--- config.mk ---
export PLATFORM = sky130hd
export DESIGN_NAME = gw_link_rr_static
export DESIGN_NICKNAME = d
export VERILOG_FILES = /design/src/hdl/gw_link_pkg.sv /design/src/hdl/gw_link_rr_static.sv
export SDC_FILE = /design/constraint.sdc
export NUM_CORES = 1
export LEC_CHECK = 0
export ABC_AREA = 0
export BUFFER_PORTS_ARGS = -buffer_cell sky130_fd_sc_hd__buf_4
export CAP_MARGIN = 20
export CELL_PAD_IN_SITES_DETAIL_PLACEMENT = 1
export CELL_PAD_IN_SITES_GLOBAL_PLACEMENT = 1
export CORE_ASPECT_RATIO = 1.4
export CORE_UTILIZATION = 14
export CTS_CLUSTER_DIAMETER = 50
export CTS_CLUSTER_SIZE = 28
export DETAILED_ROUTE_END_ITERATION = 10
export PLACE_DENSITY = 0.83
export SYNTH_ARGS = -nofsm -noshare
export SYNTH_HDL_FRONTEND = slang
export SYNTH_SLANG_ARGS = --single-unit
export TNS_END_PERCENT = 50
--- constraint.sdc ---
create_clock -name mc_clk_i -period 1.4 [get_ports mc_clk_i]
set_input_delay 0.28 -clock mc_clk_i [delete_from_list [all_inputs] [get_ports mc_clk_i]]
set_output_delay 0.28 -clock mc_clk_i [all_outputs]
set_load 0.02 [all_outputs]
--- src/hdl/gw_link_pkg.sv ---
package gw_link_pkg;

  //////////////////////////////////////////////////////////////////////
  // physical link bundle
  //////////////////////////////////////////////////////////////////////

  // serial-side links merged by the concentrator
  localparam int io_link_num_lp = 2;

  // rotation pointer width
  localparam int io_ptr_width_lp = (io_link_num_lp > 1) ? $clog2(io_link_num_lp) : 1;

  // one link word, which is one tunnel flit
  localparam int link_width_lp = 34;

  //////////////////////////////////////////////////////////////////////
  // memory request payload
  //////////////////////////////////////////////////////////////////////

  localparam int mem_addr_width_lp = 8;
  localparam int mem_data_width_lp = 16;
  localparam int mem_words_lp = 1 << mem_addr_width_lp;

  // layout: we at the top, address in bits 23:16, write data in 15:0
  localparam int req_we_bit_lp = 31;
  localparam int req_addr_lsb_lp = 16;

endpackage

--- src/hdl/gw_link_rr_static.sv ---
`timescale 1ns/1ps

module gw_link_rr_static
  import gw_link_pkg::*;
(
  input  logic                                         mc_clk_i,
  input  logic                                         rst_n_i,

  input  logic [io_link_num_lp-1:0]                    links_v_i,
  input  logic [io_link_num_lp-1:0][link_width_lp-1:0] links_data_i,
  output logic [io_link_num_lp-1:0]                    links_ready_o,

  output logic [io_link_num_lp-1:0]                    links_v_o,
  output logic [io_link_num_lp-1:0][link_width_lp-1:0] links_data_o,
  input  logic [io_link_num_lp-1:0]                    links_ready_i,

  output logic                                         single_v_o,
  output logic [link_width_lp-1:0]                     single_data_o,
  input  logic                                         single_ready_i,

  input  logic                                         single_v_i,
  input  logic [link_width_lp-1:0]                     single_data_i,
  output logic                                         single_ready_o
);

  logic [io_ptr_width_lp-1:0] in_ptr_q;
  logic [io_ptr_width_lp-1:0] out_ptr_q;

  function automatic logic [io_ptr_width_lp-1:0] next_ptr(
    input logic [io_ptr_width_lp-1:0] p
  );
    return (p == io_ptr_width_lp'(io_link_num_lp - 1)) ? '0 : p + 1'b1;
  endfunction

  // inbound: only the link under the pointer may move
  assign single_v_o    = links_v_i[in_ptr_q];
  assign single_data_o = links_data_i[in_ptr_q];

  // outbound: word k goes out on link k mod n
  assign single_ready_o = links_ready_i[out_ptr_q];

  for (genvar i = 0; i < io_link_num_lp; i++) begin : g_lane
    assign links_ready_o[i] = single_ready_i & (in_ptr_q == io_ptr_width_lp'(i));
    assign links_v_o[i]     = single_v_i & (out_ptr_q == io_ptr_width_lp'(i));
    assign links_data_o[i]  = single_data_i;
  end

  always_ff @(posedge mc_clk_i or negedge rst_n_i) begin
    if (!rst_n_i) begin
      in_ptr_q  <= '0;
      out_ptr_q <= '0;
    end else begin
      if (single_v_o && single_ready_i) begin
        in_ptr_q <= next_ptr(in_ptr_q);
      end
      if (single_v_i && single_ready_o) begin
        out_ptr_q <= next_ptr(out_ptr_q);
      end
    end
  end

endmodule

==> impl_results.md, run 1 <==
* Combinational family with the most area after synthesis: buffers and inverters
* Pin slew with the least headroom to its limit at ~170 ps
* Shortest clock period the worst path allows after layout at 1640 ps
* Per-cell via count in the routed design at 3.59
* Cell variety after synth at 9
* HPWL Detailed at 3140 um
* Slew headroom at between 80% and 90%
* Clock skew at 0 ps
* Number of buffer and inverter instances along the worst setup path at 2
* Share of cells above drive strength 1 at roughly 94%
* Power per unit of standard cell area at between 800 and 900 mW/mm2
* Count of final setup violators at 37
* Total congestion overflow at 0
* Global-route wire length before repair at 5050 um
* Number of violations of the max-capacitance limit at 0
* # clock sinks at 2
* Cts bufs inserted at 3
* Share of synthesized area spent on multiplexers at 39.9%
* Worst path top cell family by delay: flip-flops
* Critical path type: reg -> out
* Instance area at placement at about 0.0016 mm2
* Number of violations reported at the end of detailed-routing iteration 0 at 16
* CTS tree: done
* Number of failing hold endpoints at the final stage at 0
* Count of pins over their slew limit at 0
* Run status: complete, but fails checks
* Count of input and output buffers at around 120
* Min setup slack post-route at -241 ps
* Type of the most critical hold path: in -> reg
* Arithmetic-cell share of the synthesized area counting full adders, half adders and majority gates at 0%
* Number of placed instances, taps included at around 260
* Total Wirelength at about 3800 um
* Antenna violations before repair at 0
* Final core utilization at between 20% and 30%
* Die footprint at between 0.008 and 0.009 mm2
* Initial Utilization at around 14%
* Maximum level of the CTS H-tree at 1
* Synthesized cell area at 0.00107 mm2
* Slowest cell delay on critical path at roughly 440 ps
* Number of warning messages in the yosys log at 0
* Synthesized area divided by synthesized cell count at just over 9 um2
* F_max at between 0.6 and 0.7 GHz
* Peak ir drop on the vdd network at about 670 uV
* Simple-gate share of the synthesized area at 2.33%
* Sequential share of the synthesized area at 4.66%
* Crit share post-route at 117%
* Post-synthesis register bit count at 2
* Maximum number of pins on one net before global-route repair at 17
* Number of iterations in the first detailed-routing pass at 3
* DIE WIDTH at around 76 um
* Avg WL per Cell at 14.1 um
* Clock-pin transition on the worst setup and hold timing paths at around 30 ps
* Number of global-route vias before repair at between 1000 and 1500
* Final antenna-violating net count at 0
* Total track usage at a little over 8%
* Filler instances at ~850
* Setup TNS at -6290 ps
* Root Buffer: clkbuf_8
* Static power due to leakage at slightly below 1 nW
* Final hold slack at 270 ps
* Final Wtd Congestion at 0.711
* Via count at around 960
* Remaining routing DRC violations at 0
* Floorplan die height at approximately 110 um
* Critical-path top delay cell: dfrtp_2
* CP Capture Type: output pin
* XOR/XNOR Fraction of Synth Area at 0%
* Gate Count Post-Synth at 118
* Clock Path Buffers at 2
* Ports placed on the boundary at roughly 220
* Nets at 281
* Count of standard-cell rows at 37
* Post-Place Worst Slack at -26.5 ps
* Layout area overhead at 73.2%
* Synthesized Nets at 228
* Insertion delay of the later-clocked pin in the worst-skew pair at between 200 and 250 ps
* Failing checks: negative setup slack
* Ordered list of cells on the worst path: buf_12 -> mux2_2 -> buf_4
* Post-layout power at 1.63 mW
* WP data required at approximately 1100 ps
* Category of the worst setup path launch point: flip-flop
* Final Instance Count excl. Fillers at 267
* Crit path arrival time at approximately 1400 ps
* Setup repair after global routing missed its margin: true
* Share of the synthesized area in compound gates (AO/OA/AOI/OAI) at under 10%
* Ant. Diodes at 0
* Area of the core at about 0.0074 mm2
* Biggest fanout along the worst timing path at 16
* Area of all placed cells without fillers at approximately 0.0019 mm2
-- path summary, 6_finish.rpt --
| kind | startpoint | endpoint | slack [ps] | cells past startpoint |
|---|---|---|---|---|
| setup / recovery | in_ptr_q$_DFFE_PN0P_ | single_data_o[9] | -240 | 3 |
| hold / removal | links_ready_i[1] | out_ptr_q$_DFFE_PN0P_ | 270 | 2 |
| setup reg to reg | in_ptr_q$_DFFE_PN0P_ | in_ptr_q$_DFFE_PN0P_ | 500 | 3 |
| hold reg to reg | out_ptr_q$_DFFE_PN0P_ | out_ptr_q$_DFFE_PN0P_ | 560 | 1 |
| max in group asynchronous | rst_n_i | in_ptr_q$_DFFE_PN0P_ | 910 | 2 |
| min in group asynchronous | rst_n_i | in_ptr_q$_DFFE_PN0P_ | 390 | 2 |
-- registers in the layout, summed over array words and instances, names as in the netlist --
name       flops
out_ptr_q      1
in_ptr_q       1
-- per-layer routing --
layer	global-route usage, %	wire length [um]
met1	6.84	1100
met2	15.1	1940
met3	2.51	443
met4	7.97	274
met5	0	0
-- final cells by class --
class	count	area, um2	area share (%)
flip-flops and latches	2	51.3	2.76
repair buffers	120	1060	57.3
clock buffers	4	45.0	2.42
multi-input cells	44	577	31.0
well taps	97	121	6.53
-- cells by family after synthesis --
logic type | after synthesis
buffers and inverters | 72
muxes | 36
AOI/OAI and AO/OA | 4
and+or+nand+nor | 4
DFF | 2
-- power by group --
group | total, mW | switching [mW] | leakage (nW) | internal [mW]
sequential | 0.0942 | 0.0234 | 0.0215 | 0.0708
clock | 0.246 | 0.0520 | 0.0228 | 0.194
combinational | 1.29 | 0.521 | 0.939 | 0.774
total | 1.63 | 0.597 | 0.984 | 1.04
-- synthesized netlist by cell type --
cell      n  area, um2
mux2_4    6       90.1
a31oi_1   2       12.5
nor2b_1   2       12.5
buf_4    70        526
dfrtp_1   2       50.1
and2_1    2       12.5
mux2_2   30        338
a21oi_1   2       10.0
buf_6     2       22.5
-- worst register-to-register path: stages (launching register included) --
cell and delay [ps]:
dfrtp_2 460, buf_4 160, a21oi_1 100, a31oi_1 60
-- layout by cell type, fill, tap and decap left out --
master	netlist	final
buf_12	0	3
clkbuf_8	0	3
nor2b_1	2	2
clkbuf_1	0	1
buf_4	70	83
and2_1	2	2
dfrtp_1	2	1
dlygate4sd3_1	0	1
buf_6	2	33
a31oi_1	2	2
mux2_4	6	33
dfrtp_2	0	1
mux2_2	30	3
a21oi_1	2	2
-- repair_timing --
| action | CTS | global route |
|---|---|---|
| hold buffers | 1 | 0 |
| resized for setup | 53 | 7 |
| endpoints found under the hold margin | 2 | 0 |
| buffers inserted | 1 | 0 |
| endpoints found under the setup margin | 38 | 38 |
Power figures use the tool's default switching activity.
==> run 2, diff against run 1 <==
--- a/config.mk
+++ b/config.mk
@@ -6,7 +6,7 @@
 export NUM_CORES = 1
 export LEC_CHECK = 0
 export ABC_AREA = 0
-export BUFFER_PORTS_ARGS = -buffer_cell sky130_fd_sc_hd__buf_4
+export BUFFER_PORTS_ARGS = -buffer_cell sky130_fd_sc_hd__buf_2
 export CAP_MARGIN = 20
 export CELL_PAD_IN_SITES_DETAIL_PLACEMENT = 1
 export CELL_PAD_IN_SITES_GLOBAL_PLACEMENT = 1
==> run 2 against run 1 <==
  * The flow still finishes with violations (negative setup slack)
  * Critical path depth rose by 1
  * Maximum frequency about the same
  * Clock power barely moved
  * First-iteration DRC count is 69% lower
  * Routed wire length is 3.1% higher
  * Highest routed layer unchanged
  * Setup slack worse by 0.63 ps
==> impl_results.md, run 2 (synthesis results as in run 1) <==
* Run status: complete, but fails checks
* Failing checks: negative setup slack
* Type of the most critical hold path: in -> reg
* Total congestion overflow at 0
* Number of iterations in the first detailed-routing pass at 2
* Clock Path Buffers at 2
* Biggest fanout along the worst timing path at 7
* CTS tree: done
* Per-cell via count in the routed design at approximately 3.7
* Remaining routing DRC violations at 0
* Global-route wire length before repair at roughly 5600 um
* Min setup slack post-route at -241 ps
* Setup repair after global routing missed its margin: true
* Leading cell type in the layout, fill and taps excluded: buf_2
* Area of the core at around 0.0074 mm2
* Number of violations of the max-capacitance limit at 0
* Final antenna-violating net count at 0
* Net switching power figure at ~620 uW
* Power per unit of standard cell area at between 900 and 1000 mW/mm2
* Avg WL per Cell at between 10 and 15 um
* Critical-path top delay cell: dfrtp_2
* Count of standard-cell rows at 37
* Ports placed on the boundary at 218
* Filler instances at between 800 and 900
* Count of final setup violators at 37
* Nets at 287
* Area of all placed cells without fillers at 0.00170 mm2
* Clock-pin transition on the worst setup and hold timing paths at around 30 ps
* Layout area overhead at 58.6%
* DIE WIDTH at approximately 76 um
* Pin slew with the least headroom to its limit at approximately 170 ps
* Initial Utilization at between 10% and 20%
* Root Buffer: clkbuf_8
* Ant. Diodes at 0
* HPWL Detailed at 3080 um
* Sequential share of power at between 5 and 6%
* Antenna violations before repair at 0
* Via count at between 900 and 1000
* Cts bufs inserted at 3
* Setup TNS at -7840 ps
* Combinational group share of total power at 79.6%
* WP data required at ~1100 ps
* Final Wtd Congestion at between 0.7 and 0.8
* Clock skew at 0 ps
* Ordered list of cells on the worst path: buf_6 -> buf_16 -> mux2_4 -> buf_6
* Static power due to leakage at 0.904 nW
* Instance area at placement at about 0.0013 mm2
* Peak ir drop on the vdd network at around 480 uV
* Most frequent cells in the layout: 83 x buf_2, 36 x buf_6, 19 x mux2_4
* Total Wirelength at 3880 um
* Shortest clock period the worst path allows after layout at around 1600 ps
* Number of global-route vias before repair at ~1100
* Slowest cell delay on critical path at ~420 ps
* Clock power frac at 15.1%
* Post-layout power at 1.64 mW
* Maximum number of pins on one net before global-route repair at 9
* CP Capture Type: output pin
* # clock sinks at 2
* Insertion delay of the later-clocked pin in the worst-skew pair at approximately 220 ps
* Worst path top cell family by delay: flip-flops
* Share of cells above drive strength 1 at roughly 94%
* CP most frequent cell: buf_6
* Largest registers in the final layout: in_ptr_q: 1 flops, out_ptr_q: 1 flops
* Crit path arrival time at 1360 ps
* Final hold slack at approximately 280 ps
* Critical path type: reg -> out
* Crit share post-route at 117%
* F_max at between 0.6 and 0.7 GHz
* Final core utilization at a little under a quarter
* Die footprint at approximately 0.008 mm2
* Pint at approximately 1.0 mW
* Floorplan die height at ~110 um
* Slew headroom at between 80% and 90%
* Count of input and output buffers at between 100 and 150
* Maximum level of the CTS H-tree at 1
* Category of the worst setup path launch point: flip-flop
* Number of buffer and inverter instances along the worst setup path at 3
* Number of violations reported at the end of detailed-routing iteration 0 at 5
* Number of failing hold endpoints at the final stage at 0
* Total track usage at 9.00%
* Count of pins over their slew limit at 0
* Switching share of total power at between 30% and 40%
## run 2: power groups by stage
| stage | logic (mW) | clock network, mW | registers, mW |
|---|---|---|---|
| floorplan | 0.865 | 0 | 0.0803 |
| global route | 1.37 | 0.266 | 0.0891 |
| CTS | 1.30 | 0.258 | 0.0860 |
| detailed placement | 0.897 | 0 | 0.0962 |
| finish | 1.31 | 0.249 | 0.0864 |
| global placement | 0.880 | 0 | 0.0943 |
## run 2: per-layer routing
metal	GRT usage (%)	part of all wire, %	up-vias
li1	-	-	442
met1	8.26	32	442
met2	16.6	52	82
met3	2.77	10	33
met4	6.73	6.4	0
met5	0	0	-
## run 2: worst paths after layout
check                                       from               endpoint  slack, ps  depth (start not counted)
max                         in_ptr_q$_DFFE_PN0P_       single_data_o[2]       -240                          4
min                                 links_v_i[1]   in_ptr_q$_DFFE_PN0P_        280                          2
max reg2reg                 in_ptr_q$_DFFE_PN0P_   in_ptr_q$_DFFE_PN0P_        490                          3
min reg2reg                out_ptr_q$_DFFE_PN0P_  out_ptr_q$_DFFE_PN0P_        560                          1
max in group asynchronous                rst_n_i   in_ptr_q$_DFFE_PN0P_        910                          2
min in group asynchronous                rst_n_i   in_ptr_q$_DFFE_PN0P_        380                          2
## run 2: final cells by class
type	instances	area, um2	share of cell area, %
Tap cell	97	121	7.13
Clock buffer	4	45.0	2.65
Timing Repair Buffer	126	953	56.0
Multi-Input combinational cell	44	532	31.2
Sequential cell	2	51.3	3.01
## run 2: worst reg2reg max path, cell delays in order, from the launching register on
cell	delay [ps]
dfrtp_2	420
buf_6	140
buf_4	130
a31oi_1	130
## run 2: per-stage QoR
| stage | setup slack, ps | instances |
|---|---|---|
| 2_1_floorplan | 132 | 118 |
| 3_3_place_gp | -28.3 | 261 |
| 3_5_place_dp | -42.0 | 261 |
| 4_1_cts | -245 | 273 |
| 5_1_grt | -277 | 273 |
| 6_report | -241 | 273 |
## run 2: what timing repair did
action / in CTS / in global routing
hold buffers: 1 / 0
buffers inserted: 5 / 0
gates cloned: 2 / 0
setup endpoints to repair: 38 / 38
endpoints found under the hold margin: 2 / 0
resized for setup: 77 / 7
==> run 3, diff against run 2 <==
--- a/config.mk
+++ b/config.mk
@@ -5,14 +5,14 @@
 export SDC_FILE = /design/constraint.sdc
 export NUM_CORES = 1
 export LEC_CHECK = 0
-export ABC_AREA = 0
+export ABC_AREA = 1
 export BUFFER_PORTS_ARGS = -buffer_cell sky130_fd_sc_hd__buf_2
 export CAP_MARGIN = 20
 export CELL_PAD_IN_SITES_DETAIL_PLACEMENT = 1
 export CELL_PAD_IN_SITES_GLOBAL_PLACEMENT = 1
 export CORE_ASPECT_RATIO = 1.4
-export CORE_UTILIZATION = 14
-export CTS_CLUSTER_DIAMETER = 50
+export CORE_UTILIZATION = 13
+export CTS_CLUSTER_DIAMETER = 120
 export CTS_CLUSTER_SIZE = 28
 export DETAILED_ROUTE_END_ITERATION = 10
 export PLACE_DENSITY = 0.83
==> run 3 against run 2 <==
  * Final cell count is 30% higher
  * Clock-buffer cell count fell by 1
  * The flow still finishes with violations (negative setup slack)
  * Flip-flop and latch count stayed put
  * Largest power group unchanged
  * Via count rose by 32%
  * Hold slack better by 60 ps
  * Sequential share of layout area increased by 0.11 points
==> impl_results.md, run 3 <==
* Post-Place Worst Slack at around 120 ps
* Avg WL per Cell at between 10 and 15 um
* Final core utilization at a little under 20%
* Area of the core at 0.00815 mm2
* XOR/XNOR Fraction of Synth Area at 0%
* Synthesized cell area at 0.00109 mm2
* Combinational family with the most area after synthesis: buffers and inverters
* Share of the synthesized area in compound gates (AO/OA/AOI/OAI) at 0%
* Cell variety after synth at 9
* Area of all placed cells without fillers at approximately 0.0016 mm2
* Setup repair after global routing missed its margin: true
* CP most frequent cell: nand2_1
* Number of failing hold endpoints at the final stage at 0
* Nets at about 370
* # clock sinks at 2
* Root Buffer: clkbuf_16
* Total Wirelength at between 4000 and 5000 um
* Die footprint at 0.00879 mm2
* Final antenna-violating net count at 0
* Share of cells above drive strength 1 at about 49%
* Total track usage at under 10%
* Number of violations reported at the end of detailed-routing iteration 0 at 11
* Async SR Flop Fraction at 100%
* Synthesized Nets at 315
* Via count at roughly 1300
* Number of placed instances, taps included at around 350
* DIE WIDTH at 79.5 um
* Pin slew with the least headroom to its limit at around 180 ps
* Library cell occupying the most area in the post-synthesis netlist: buf_4
* Filler instances at 1067
* Per-cell via count in the routed design at between 3 and 4
* Ant. Diodes at 0
* End point of the most critical hold path: in_ptr_q$_DFFE_PN0P_
* WP data required at roughly 1100 ps
* Largest registers in the final layout: in_ptr_q: 1 flops, out_ptr_q: 1 flops
* Power per unit of standard cell area at roughly 1100 mW/mm2
* Number of iterations in the first detailed-routing pass at 4
* Final Wtd Congestion at roughly 0.7
* Beginning of the worst hold path: links_v_i[1]
* Crit share post-route at 103%
* Count of buffers added by post-CTS timing repair for setup at 0
* Clock-pin transition on the worst setup and hold timing paths at around 30 ps
* Final hold slack at around 340 ps
* Number of violations of the max-capacitance limit at 0
* Layout area overhead at 46.7%
* Sequential share of the synthesized area at roughly 4.6%
* Peak ir drop on the vdd network at 515 uV
* Cts bufs inserted at 3
* Post-synthesis register bit count at 2
* Count of standard-cell rows at 39
* Setup TNS at -575 ps
* Share of synthesized area spent on multiplexers at 0%
* Floorplan die height at 111 um
* Biggest fanout along the worst timing path at 20
* Slowest cell delay on critical path at 390 ps
* Ranking of synthesized cells by instance count: 116 x nand2_1, 69 x buf_4, 7 x inv_1, 4 x buf_2
* Simple-gate share of the synthesized area at 41.4%
* CP Capture Type: output pin
* Most frequent cells in the layout: 114 x nand2_1, 80 x buf_2, 36 x buf_6
* Gate Count Post-Synth at 205
* Count leader, synth: nand2_1
* CTS tree: done
* Number of global-route vias before repair at ~1400
* Type of the most critical hold path: in -> reg
* Slew headroom at between 80 and 90%
* F_max at roughly 0.69 GHz
* Critical-path top delay cell: dfrtp_1
* Remaining routing DRC violations at 0
* Startpoint of the worst register-to-register path: in_ptr_q$_DFFE_PN0P_
* Arithmetic-cell share of the synthesized area counting full adders, half adders and majority gates at 0%
* Count of input and output buffers at 115
* EDFF count, synth at 0
* Ports placed on the boundary at roughly 220
* Antenna violations before repair at 0
* Flop2flop setup slack at approximately 480 ps
* Total congestion overflow at 0
* Most used flip-flop cell after synthesis: dfrtp_1
* Critical path type: reg -> out
* Shortest clock period the worst path allows after layout at about 1400 ps
* Static power due to leakage at 1.01 nW
* Synthesized area divided by synthesized cell count at between 5 and 6 um2
* Clock skew at 0 ps
* Clock Path Buffers at 2
* Instance area at placement at 0.00129 mm2
* Number of cells traversed by the worst hold path at 4
* Insertion delay of the later-clocked pin in the worst-skew pair at around 220 ps
* Number of warning messages in the yosys log at 0
* Path depth of the worst reg2reg path at 5
* Category of the worst setup path launch point: flip-flop
* Ordered list of cells on the worst path: inv_2 -> buf_12 -> nand2_1 -> nand2_1 -> buf_6
* Maximum number of pins on one net before global-route repair at 25
* Ranking of synthesized cells by area: buf_4 47%, nand2_1 40%, dfrtp_1 4.6%
* Count of final setup violators at 30
* Maximum level of the CTS H-tree at 1
* Final Instance Count excl. Fillers at between 300 and 400
* Global-route wire length before repair at 6040 um
* Run status: complete, but fails checks
* Min setup slack post-route at -44.7 ps
* Top cell type's share of synthesized area at 47.4%
* Leading cell type in the layout, fill and taps excluded: nand2_1
* Initial Utilization at between 10% and 20%
* Post-layout power at roughly 1.8 mW
* HPWL Detailed at around 3300 um
* End of the worst register-to-register path: in_ptr_q$_DFFE_PN0P_
* Crit path arrival time at 1160 ps
* Count of pins over their slew limit at 0
* Failing checks: negative setup slack
[run 3: cells by family (layout without fill, tap and decap cells)]
logic type             Yosys count  after routing
and+or+nand+nor                120            120
DFF                              2              2
buffers and inverters           83            131
[run 3: routing by layer]
metal  vias to the layer above  part of all wire, %  track usage [%]
met5                         -                    0                0
met4                         0                  8.2             8.85
met3                        46                   10             1.57
met2                        69                   54             17.9
met1                       567                   28             6.47
li1                        633                    -                -
[run 3: final cells by class]
class | instances | area, um2 | area share, %
well taps | 102 | 128 | 7.96
clock buffers | 3 | 75.1 | 4.68
inverters | 8 | 30.0 | 1.87
multi-input cells | 120 | 458 | 28.5
repair buffers | 120 | 863 | 53.8
flip-flops and latches | 2 | 50.0 | 3.12
[run 3: worst max path at each step]
stage | start | to | slack (ps) | depth (start not counted)
2_1_floorplan | in_ptr_q$_DFFE_PN0P_ | single_data_o[0] | 250 | 4
3_3_place_gp | in_ptr_q$_DFFE_PN0P_ | single_data_o[23] | 140 | 4
3_5_place_dp | in_ptr_q$_DFFE_PN0P_ | single_data_o[6] | 120 | 4
4_1_cts | in_ptr_q$_DFFE_PN0P_ | single_data_o[6] | -70 | 5
5_1_grt | in_ptr_q$_DFFE_PN0P_ | single_data_o[7] | -100 | 5
6_report | in_ptr_q$_DFFE_PN0P_ | single_data_o[3] | -40 | 5
[run 3: report_power, final]
part	internal (mW)	switching, mW
sequential	0.0696	0.0131
clock	0.364	0.0725
combinational	0.594	0.696
total	1.03	0.781
[run 3: critical path: cells and delay by family (launching register included)]
family                 cells  cell delay, ps
buffers and inverters      3             390
DFF                        1             390
and+or+nand+nor            2             160
[run 3: timing repair]
action	in CTS	in global routing
hold endpoints to repair	2	0
resized for setup	72	1
hold buffers	1	0
endpoints found under the setup margin	35	37
